### src/common/brisc_params.svh
`ifndef BRISC_PARAMS_SVH
`define BRISC_PARAMS_SVH

// datapath width
`define BRISC_XLEN 32

// architectural register count
`define BRISC_NREGS 32

// major opcode field width
`define BRISC_OPCODE_WIDTH 7

// fetch address after reset
`define BRISC_RESET_PC 0

`endif

### src/common/brisc_pkg.sv
`default_nettype none

`include "brisc_params.svh"

package brisc_pkg;

    // major opcodes of the supported subset
    typedef enum logic [`BRISC_OPCODE_WIDTH-1:0] {
        OPCODE_LOAD  = 7'b0000011,
        OPCODE_STORE = 7'b0100011,
        OPCODE_R     = 7'b0110011,
        OPCODE_IMM   = 7'b0010011,
        OPCODE_BEQ   = 7'b1100011,
        OPCODE_JUMP  = 7'b1101111
    } opcode_e;

    // alu class, resolved further by funct3/funct7
    typedef enum logic [1:0] {
        ADD_OP,
        SUB_OP,
        RTYPE_OP
    } alu_op_e;

    typedef enum logic [1:0] {
        ADD,
        SUB,
        OR,
        AND
    } alu_ctrl_e;

    typedef enum logic [1:0] {
        I_IMM,
        S_IMM,
        B_IMM,
        J_IMM
    } imm_src_e;

    typedef enum logic {
        FROM_RS2,
        FROM_IMM
    } alu_src_e;

    // write-back source
    typedef enum logic [1:0] {
        FROM_ALU,
        FROM_MEM,
        FROM_PC_NEXT
    } result_src_e;

    typedef enum logic {
        B,
        W
    } data_size_e;

    typedef enum logic {
        NO_XCPT,
        UNDEF_INSTR
    } xcpt_e;

endpackage

`default_nettype wire

### src/common/ctrl_if.sv
`default_nettype none

interface ctrl_if;
    import brisc_pkg::*;

    logic        reg_write;
    imm_src_e    imm_src;
    result_src_e result_src;
    alu_src_e    alu_src;
    alu_ctrl_e   alu_ctrl;
    data_size_e  data_size;
    logic        mem_write;
    logic        is_branch;
    logic        is_jump;
    xcpt_e       xcpt;

    modport dec (
        output reg_write, imm_src, result_src, alu_src, alu_ctrl,
        output data_size, mem_write, is_branch, is_jump, xcpt
    );

    modport exe (
        input imm_src, alu_src, alu_ctrl
    );

    // next-pc selection and halt
    modport seq (
        input is_branch, is_jump, xcpt
    );

    modport mem (
        input data_size, mem_write, reg_write, result_src
    );

endinterface

`default_nettype wire

### src/core/ctrl.sv
`default_nettype none

module ctrl (
    input  logic [2:0]        funct3,
    input  logic [6:0]        funct7,
    input  brisc_pkg::opcode_e opcode,
    ctrl_if.dec               ctl
);
    import brisc_pkg::*;

    alu_op_e alu_op;

    always_comb begin
        ctl.reg_write  = 1'b0;
        ctl.imm_src    = I_IMM;
        ctl.result_src = FROM_ALU;
        ctl.alu_src    = FROM_RS2;
        ctl.data_size  = W;
        ctl.mem_write  = 1'b0;
        ctl.is_branch  = 1'b0;
        ctl.is_jump    = 1'b0;
        ctl.xcpt       = NO_XCPT;
        alu_op         = ADD_OP;

        case (opcode)
            OPCODE_LOAD, OPCODE_STORE: begin
                ctl.alu_src = FROM_IMM;
                if (opcode == OPCODE_LOAD) begin
                    ctl.reg_write  = 1'b1;
                    ctl.result_src = FROM_MEM;
                end else begin
                    ctl.imm_src   = S_IMM;
                    ctl.mem_write = 1'b1;
                end
                // only byte and word widths exist here
                case (funct3)
                    3'b000:  ctl.data_size = B;
                    3'b010:  ctl.data_size = W;
                    default: ctl.xcpt = UNDEF_INSTR;
                endcase
            end
            OPCODE_R: begin
                ctl.reg_write = 1'b1;
                alu_op        = RTYPE_OP;
            end
            OPCODE_IMM: begin
                ctl.reg_write = 1'b1;
                ctl.alu_src   = FROM_IMM;
                alu_op        = RTYPE_OP;
            end
            OPCODE_BEQ: begin
                ctl.imm_src   = B_IMM;
                ctl.is_branch = 1'b1;
                alu_op        = SUB_OP;
                // other branch conditions are not implemented
                if (funct3 != 3'b000) begin
                    ctl.xcpt = UNDEF_INSTR;
                end
            end
            OPCODE_JUMP: begin
                ctl.reg_write  = 1'b1;
                ctl.imm_src    = J_IMM;
                ctl.result_src = FROM_PC_NEXT;
                ctl.is_jump    = 1'b1;
            end
            default: begin
                ctl.xcpt = UNDEF_INSTR;
            end
        endcase

        ctl.alu_ctrl = ADD;
        case (alu_op)
            SUB_OP: begin
                ctl.alu_ctrl = SUB;
            end
            RTYPE_OP: begin
                case (funct3)
                    // funct7[5] is an immediate bit for ADDI
                    3'b000:  ctl.alu_ctrl = (opcode == OPCODE_R && funct7[5]) ? SUB : ADD;
                    3'b110:  ctl.alu_ctrl = OR;
                    3'b111:  ctl.alu_ctrl = AND;
                    default: ctl.xcpt = UNDEF_INSTR;
                endcase
            end
            default: begin
                ctl.alu_ctrl = ADD;
            end
        endcase
    end

endmodule

`default_nettype wire

### src/core/exec_unit.sv
`default_nettype none

`include "brisc_params.svh"

module exec_unit (
    input  logic [31:0]             instr,
    input  logic [`BRISC_XLEN-1:0]  rs1_data,
    input  logic [`BRISC_XLEN-1:0]  rs2_data,
    ctrl_if.exe                     ctl,
    output logic [`BRISC_XLEN-1:0]  imm,
    output logic [`BRISC_XLEN-1:0]  alu_result,
    output logic                    zero
);
    import brisc_pkg::*;

    logic [`BRISC_XLEN-1:0] operand_b;

    // immediate formats, all sign-extended from instr[31]
    always_comb begin
        case (ctl.imm_src)
            I_IMM: begin
                imm = {{(`BRISC_XLEN-12){instr[31]}}, instr[31:20]};
            end
            S_IMM: begin
                imm = {{(`BRISC_XLEN-12){instr[31]}}, instr[31:25], instr[11:7]};
            end
            B_IMM: begin
                imm = {{(`BRISC_XLEN-13){instr[31]}}, instr[31], instr[7],
                       instr[30:25], instr[11:8], 1'b0};
            end
            J_IMM: begin
                imm = {{(`BRISC_XLEN-21){instr[31]}}, instr[31], instr[19:12],
                       instr[20], instr[30:21], 1'b0};
            end
            default: begin
                imm = '0;
            end
        endcase
    end

    assign operand_b = (ctl.alu_src == FROM_IMM) ? imm : rs2_data;

    always_comb begin
        case (ctl.alu_ctrl)
            ADD:     alu_result = rs1_data + operand_b;
            SUB:     alu_result = rs1_data - operand_b;
            OR:      alu_result = rs1_data | operand_b;
            AND:     alu_result = rs1_data & operand_b;
            default: alu_result = rs1_data + operand_b;
        endcase
    end

    // beq resolves on equality through the subtract
    assign zero = (alu_result == '0);

endmodule

`default_nettype wire

### src/core/pc_unit.sv
`default_nettype none

`include "brisc_params.svh"

module pc_unit (
    input  logic                     clk,
    input  logic                     rst_n,
    ctrl_if.seq                      ctl,
    input  logic                     zero,
    input  logic [`BRISC_XLEN-1:0]   imm,
    output logic [`BRISC_XLEN-1:0]   pc,
    output logic [`BRISC_XLEN-1:0]   pc_plus4,
    output logic                     halted
);
    import brisc_pkg::*;

    logic                   take_target;
    logic [`BRISC_XLEN-1:0] pc_next;

    assign pc_plus4    = pc + `BRISC_XLEN'(4);
    assign take_target = ctl.is_jump | (ctl.is_branch & zero);
    assign pc_next     = take_target ? pc + imm : pc_plus4;

    always_ff @(posedge clk) begin
        if (!rst_n) begin
            pc     <= `BRISC_XLEN'(`BRISC_RESET_PC);
            halted <= 1'b0;
        end else if (!halted) begin
            // pc stays on the faulting instruction
            if (ctl.xcpt == UNDEF_INSTR) begin
                halted <= 1'b1;
            end else begin
                pc <= pc_next;
            end
        end
    end

endmodule

`default_nettype wire

### src/core/regfile.sv
`default_nettype none

`include "brisc_params.svh"

module regfile (
    input  logic                              clk,
    input  logic                              rst_n,
    input  logic [$clog2(`BRISC_NREGS)-1:0]   rs1_addr,
    input  logic [$clog2(`BRISC_NREGS)-1:0]   rs2_addr,
    input  logic [$clog2(`BRISC_NREGS)-1:0]   rd_addr,
    input  logic [`BRISC_XLEN-1:0]            rd_data,
    input  logic                              rd_we,
    output logic [`BRISC_XLEN-1:0]            rs1_data,
    output logic [`BRISC_XLEN-1:0]            rs2_data
);

    logic [`BRISC_XLEN-1:0] regs [`BRISC_NREGS];

    always_ff @(posedge clk) begin
        if (!rst_n) begin
            for (int i = 0; i < `BRISC_NREGS; i++) begin
                regs[i] <= '0;
            end
        end else if (rd_we && rd_addr != '0) begin
            regs[rd_addr] <= rd_data;
        end
    end

    // x0 reads as zero
    assign rs1_data = (rs1_addr == '0) ? '0 : regs[rs1_addr];
    assign rs2_data = (rs2_addr == '0) ? '0 : regs[rs2_addr];

endmodule

`default_nettype wire

### src/verilog/brisc_top.sv
`default_nettype none

`include "brisc_params.svh"

module brisc_top (
    input  logic                     clk,
    input  logic                     rst_n,
    output logic [31:0]              imem_addr,
    input  logic [31:0]              imem_rdata,
    output logic [`BRISC_XLEN-1:0]   dmem_addr,
    output logic [`BRISC_XLEN-1:0]   dmem_wdata,
    output logic [3:0]               dmem_be,
    output logic                     dmem_write,
    input  logic [`BRISC_XLEN-1:0]   dmem_rdata,
    output logic                     halted,
    output logic [`BRISC_XLEN-1:0]   pc
);
    import brisc_pkg::*;

    opcode_e                opcode;
    logic [`BRISC_XLEN-1:0] rs1_data;
    logic [`BRISC_XLEN-1:0] rs2_data;
    logic [`BRISC_XLEN-1:0] imm;
    logic [`BRISC_XLEN-1:0] alu_result;
    logic                   zero;
    logic [`BRISC_XLEN-1:0] pc_plus4;
    logic [`BRISC_XLEN-1:0] rd_data;
    logic                   rd_we;

    ctrl_if ctl_bus ();

    assign imem_addr = pc;
    assign opcode    = opcode_e'(imem_rdata[6:0]);
    assign dmem_addr = alu_result;

    ctrl u_ctrl (
        .funct3 (imem_rdata[14:12]),
        .funct7 (imem_rdata[31:25]),
        .opcode (opcode),
        .ctl    (ctl_bus.dec)
    );

    regfile u_regfile (
        .clk      (clk),
        .rst_n    (rst_n),
        .rs1_addr (imem_rdata[19:15]),
        .rs2_addr (imem_rdata[24:20]),
        .rd_addr  (imem_rdata[11:7]),
        .rd_data  (rd_data),
        .rd_we    (rd_we),
        .rs1_data (rs1_data),
        .rs2_data (rs2_data)
    );

    exec_unit u_exec_unit (
        .instr      (imem_rdata),
        .rs1_data   (rs1_data),
        .rs2_data   (rs2_data),
        .ctl        (ctl_bus.exe),
        .imm        (imm),
        .alu_result (alu_result),
        .zero       (zero)
    );

    pc_unit u_pc_unit (
        .clk      (clk),
        .rst_n    (rst_n),
        .ctl      (ctl_bus.seq),
        .zero     (zero),
        .imm      (imm),
        .pc       (pc),
        .pc_plus4 (pc_plus4),
        .halted   (halted)
    );

    lsu u_lsu (
        .ctl        (ctl_bus.mem),
        .halted     (halted),
        .xcpt_now   (ctl_bus.xcpt),
        .addr       (alu_result),
        .rs2_data   (rs2_data),
        .alu_result (alu_result),
        .pc_plus4   (pc_plus4),
        .dmem_rdata (dmem_rdata),
        .dmem_wdata (dmem_wdata),
        .dmem_be    (dmem_be),
        .dmem_write (dmem_write),
        .rd_data    (rd_data),
        .rd_we      (rd_we)
    );

endmodule

`default_nettype wire

### src/verilog/lsu.sv
`default_nettype none

`include "brisc_params.svh"

module lsu (
    ctrl_if.mem                      ctl,
    input  logic                     halted,
    input  brisc_pkg::xcpt_e         xcpt_now,
    input  logic [`BRISC_XLEN-1:0]   addr,
    input  logic [`BRISC_XLEN-1:0]   rs2_data,
    input  logic [`BRISC_XLEN-1:0]   alu_result,
    input  logic [`BRISC_XLEN-1:0]   pc_plus4,
    input  logic [`BRISC_XLEN-1:0]   dmem_rdata,
    output logic [`BRISC_XLEN-1:0]   dmem_wdata,
    output logic [3:0]               dmem_be,
    output logic                     dmem_write,
    output logic [`BRISC_XLEN-1:0]   rd_data,
    output logic                     rd_we
);
    import brisc_pkg::*;

    logic                   blocked;
    logic [7:0]             load_byte;
    logic [`BRISC_XLEN-1:0] load_data;

    // store lane placement
    always_comb begin
        if (ctl.data_size == B) begin
            dmem_wdata = {4{rs2_data[7:0]}};
            dmem_be    = 4'b0001 << addr[1:0];
        end else begin
            dmem_wdata = rs2_data;
            dmem_be    = 4'b1111;
        end
    end

    assign load_byte = dmem_rdata[8*addr[1:0] +: 8];
    assign load_data = (ctl.data_size == B) ?
                       {{(`BRISC_XLEN-8){load_byte[7]}}, load_byte} : dmem_rdata;

    always_comb begin
        case (ctl.result_src)
            FROM_MEM:     rd_data = load_data;
            FROM_PC_NEXT: rd_data = pc_plus4;
            default:      rd_data = alu_result;
        endcase
    end

    // no architectural writes from a faulting or halted core
    assign blocked    = halted | (xcpt_now == UNDEF_INSTR);
    assign dmem_write = ctl.mem_write & ~blocked;
    assign rd_we      = ctl.reg_write & ~blocked;

endmodule

`default_nettype wire

### config.mk
export PLATFORM = sky130hd
export DESIGN_NAME = brisc_top
export DESIGN_NICKNAME = d
export VERILOG_FILES = /design/src/common/brisc_pkg.sv /design/src/common/ctrl_if.sv /design/src/core/ctrl.sv /design/src/core/exec_unit.sv /design/src/core/pc_unit.sv /design/src/core/regfile.sv /design/src/verilog/brisc_top.sv /design/src/verilog/lsu.sv
export VERILOG_INCLUDE_DIRS = /design/src /design/src/common
export SDC_FILE = /design/constraint.sdc
export NUM_CORES = 2
export LEC_CHECK = 0
export BUFFER_PORTS_ARGS = -buffer_cell sky130_fd_sc_hd__buf_2
export CAP_MARGIN = 30
export CORE_MARGIN = 1.5
export CORE_UTILIZATION = 40
export CTS_CLUSTER_SIZE = 40
export DETAILED_ROUTE_END_ITERATION = 8
export GPL_TIMING_DRIVEN = 0
export PLACE_DENSITY_LB_ADDON = 0.05
export SYNTH_ARGS = -nofsm -noshare
export SYNTH_HDL_FRONTEND = slang
export SYNTH_HIERARCHICAL = 1
export SYNTH_SLANG_ARGS = --single-unit
### constraint.sdc
create_clock -name clk -period 9.22 [get_ports clk]
set_input_delay 0 -clock clk [delete_from_list [all_inputs] [get_ports clk]]
set_output_delay 0 -clock clk [all_outputs]
set_load 0.05 [all_outputs]
==> impl_metrics.py <==
metrics = {
    "status": {
        "status": "finished, final reports clean",
    },
    "synthesis": {
        "synth_seq_cells": 1057,
        "synthTopCellsByArea": "edfxtp_1 47%, mux4_2 16%, and2_1 9.8%",
        "muxShareOfSynthArea_pct": 19.8,
        "synthCells": 5061,
        "yosysUniqueCellTypes": 105,
        "yosysSeqAreaShare_pct": 48.5,
        "synthSimpleGateAreaFrac_pct": 15.0,
        "synth-xor-area-share_pct": 1.25,
        "synth_top_area_share_pct": 47.5,
        "synth_common_cells": "1,024 x edfxtp_1, 1,017 x and2_1, 471 x mux4_2",
        "synth.cell_area_mm2": 0.0648,
        "synth.avg_cell_area_um2": 12.8,
        "synth_top_cell_by_area": "edfxtp_1",
        "post-synth-top-count-cell": "edfxtp_1",
        "yosys_warnings": 6,
        "synth_top_family_by_area": "multiplexers",
        "synth-main-ff-cell": "edfxtp_1",
        "synth_fa_ha_area_share_pct": 1.77,
        "synth_compound_area_share_pct": 8.83,
        "synthArstFlopShare_pct": 0,
        "synth-edff-count": 1024,
    },
    "clock_tree": {
        "clk_path_buf_depth": 3,
        "numCtsBuffers": 121,
        "worstSkewPairLatency_ps": 810,
        "cts.clk_slew.worst_paths_ps": 60,
        "cts.sinks": 1057,
        "htree_levels": 3,
        "tritoncts": "yes",
        "cts-root-buf": "clkbuf_16",
    },
    "layout": {
        "syn_to_final_growth_pct": 17.4,
        "nets": 5742,
        "drive_above_1_share_pct": 25.4,
        "finalCoreUtilization_pct": 47.3,
    },
    "timing": {
        "fin_skew_ps": 52.1,
        "slew_violations": 0,
        "fin_crit_ps": 9060,
        "rsz0062_at_grt": "false",
        "fmax_mhz": 110,
        "max_slew_margin_pct": 20.7,
        "hold_viol": 0,
        "period_share_pct": 98.2,
        "finalSetupViolations": 0,
        "fin_ws_ps": 163,
        "holdWs_ps": 51.8,
        "tightest_slew_ps": 1180,
    },
    "die": {
        "die_h_um": 405,
        "start_util_pct": 40.3,
        "coreArea_mm2": 0.161,
        "ios": 200,
        "num_rows": 147,
        "fp.dieW_um": 405,
        "die_area_mm2": 0.164,
    },
    "power": {
        "power_density_mw_per_mm2": 196,
        "vdd_drop_max_uv": 191,
        "p_leak_uw": 0.0284,
        "swShare_pct": 36.7,
        "power_switching_uw": 5460,
        "p_comb_share_pct": 30.3,
        "pwr-share-seq_pct": 37.0,
        "pwr-share-clk_pct": 32.7,
        "p_int_uw": 9410,
    },
    "placed_design": {
        "port_buffers": 198,
        "dpl.hpwl_mm": 232,
        "place_congestion": 1.06,
        "pre_cts_slack_ps": -2200,
    },
    "global_route": {
        "overflow": 0,
        "grt_antenna_before_repair": 16,
        "grt_pass1_wl_mm": 415,
        "first_global_vias": 48800,
        "grt_use_total_pct": 37.4,
        "grt_start_max_net_pins": 21,
    },
    "hold_path": {
        "hold_class": "input pin to register",
        "holdPathStages": 6,
        "hold_path_end": "u_pc_unit/pc[8]$_SDFFE_PN0P_",
        "min_from": "imem_rdata[28]",
    },
    "worst_setup_path": {
        "crit_path_frequent_cell": "buf_4",
        "ff2ff_setup_slack_ps": 320,
        "r2r_cells": 28,
        "crit_path_start_kind": "input pin",
        "end_kind": "register",
        "crit_family": "compound AO/OA/AOI/OAI gates",
        "reg2reg_from": "u_regfile/regs[12][9]$_SDFFCE_PN0P_",
        "criticalPathCategory": "input pin to register",
        "worstReg2RegEnd": "u_pc_unit/pc[24]$_SDFFE_PN0P_",
        "worst_ep_required_time_ps": 9880,
        "slowest_delay_ps": 770,
        "critPathBufInv": 7,
        "cp_max_fo": 10,
        "cp.arrival_ps": 9720,
        "critPathSlowestCell": "or4_2",
    },
    "routing": {
        "wl_mm": 311,
        "ant_nets": 0,
        "drt_iter0_markers": 7095,
        "drc_errors": 0,
        "wl_per_cell_um": 39.5,
        "dr_total_vias": 50000,
        "vias_per_cell": 6.35,
        "dr.pass1.iters": 6,
    },
    "run": {
        "maxCapViolations": 0,
    },
}
==> layout by cell type (no fill, tap or decap), types with 83 or more instances in the layout <==
cell / instances
nand2_1: 200
mux4_2: 471
nor2_1: 135
and2_1: 1017
clkbuf_16: 121
clkbuf_1: 334
buf_4: 145
nor3_1: 83
o21ai_0: 86
a21oi_1: 165
mux2i_1: 174
buf_2: 278
edfxtp_1: 1024
o22ai_1: 89
==> routing by layer <==
metal | wire length, um | global-route usage, % | up-vias
li1 | - | - | 20400
met4 | 25000 | 25.7 | 10
met5 | 67 | 0 | -
met1 | 118000 | 47.6 | 25700
met3 | 32100 | 9.50 | 724
met2 | 136000 | 56.1 | 3091
==> flip-flops by register name (all words and copies together), names as in the netlist <==
name / flops
u_regfile/regs: 1024
u_pc_unit/pc: 32
u_pc_unit/halted: 1
==> how the worst max path moves through the flow <==
stage / startpoint / to / slack [ps] / depth (start not counted)
after floorplan: imem_rdata[22] / u_pc_unit/pc[24]$_SDFFE_PN0P_ / 1580 / 29
after global placement: imem_rdata[24] / u_regfile/regs[4][20]$_SDFFCE_PN0P_ / -3690 / 25
after detailed placement: imem_rdata[23] / u_pc_unit/pc[0]$_SDFFE_PN0P_ / -2200 / 32
after CTS: imem_rdata[20] / u_pc_unit/pc[24]$_SDFFE_PN0P_ / 50 / 38
after global routing: imem_rdata[20] / u_pc_unit/pc[24]$_SDFFE_PN0P_ / 20 / 35
final: imem_rdata[20] / u_pc_unit/pc[24]$_SDFFE_PN0P_ / 160 / 32
==> through the flow <==
step	instances	cell area, um^2	setup TNS (ps)	total power, uW
5_1_grt	7866	76000	0	15200
3_3_place_gp	7450	68600	-2473600	9660
6_report	7871	76100	0	14900
4_1_cts	7862	75900	0	14800
2_1_floorplan	5092	64900	0	7750
3_5_place_dp	7631	71900	-219870	9950
==> area by class of cell <==
class | count | area [um^2]
Antenna cell | 5 | 12.5
Buffer | 540 | 2860
Clock buffer | 145 | 3120
Clock inverter | 80 | 782
Fill cell | 14600 | 84700
Inverter | 72 | 270
Multi-Input combinational cell | 3420 | 31100
Sequential cell | 1057 | 31400
Tap cell | 2160 | 2700
Timing Repair Buffer | 392 | 3820
==> worst register-to-register path: cells and delay by family, from the launching register on <==
kind	cells	cell delay [ps]
AOI/OAI and AO/OA	12	3820
and+or+nand+nor	8	2450
muxes	2	870
buffers and inverters	4	860
DFF	1	400
adders and majority gates	1	240
xor gates and xnor gates	1	140
==> logic make-up after synthesis <==
| family | Yosys count |
|---|---|
| flops | 1057 |
| fa+ha+maj | 95 |
| compound gates | 824 |
| simple gates | 1692 |
| other cells | 1 |
| buf+inv | 615 |
| mux | 686 |
| xor+xnor | 91 |
==> power groups by stage <==
| stage | Combinational [uW] | Sequential (uW) | Clock [uW] |
|---|---|---|---|
| 6_report | 4500 | 5510 | 4860 |
| 4_1_cts | 4370 | 5500 | 4910 |
| 2_1_floorplan | 2160 | 5580 | 0 |
| 3_5_place_dp | 4350 | 5600 | 0 |
| 5_1_grt | 4590 | 5520 | 5070 |
| 3_3_place_gp | 4010 | 5650 | 0 |
==> what timing repair did <==
action / in CTS / in global routing
pin swaps: 1 / 2
buffers inserted: 4 / 4
setup endpoints to repair: 105 / 156
hold buffers: 2 / 0
resized for setup: 27 / 23
hold endpoints to repair: 20 / 0
Power figures use the tool's default switching activity.
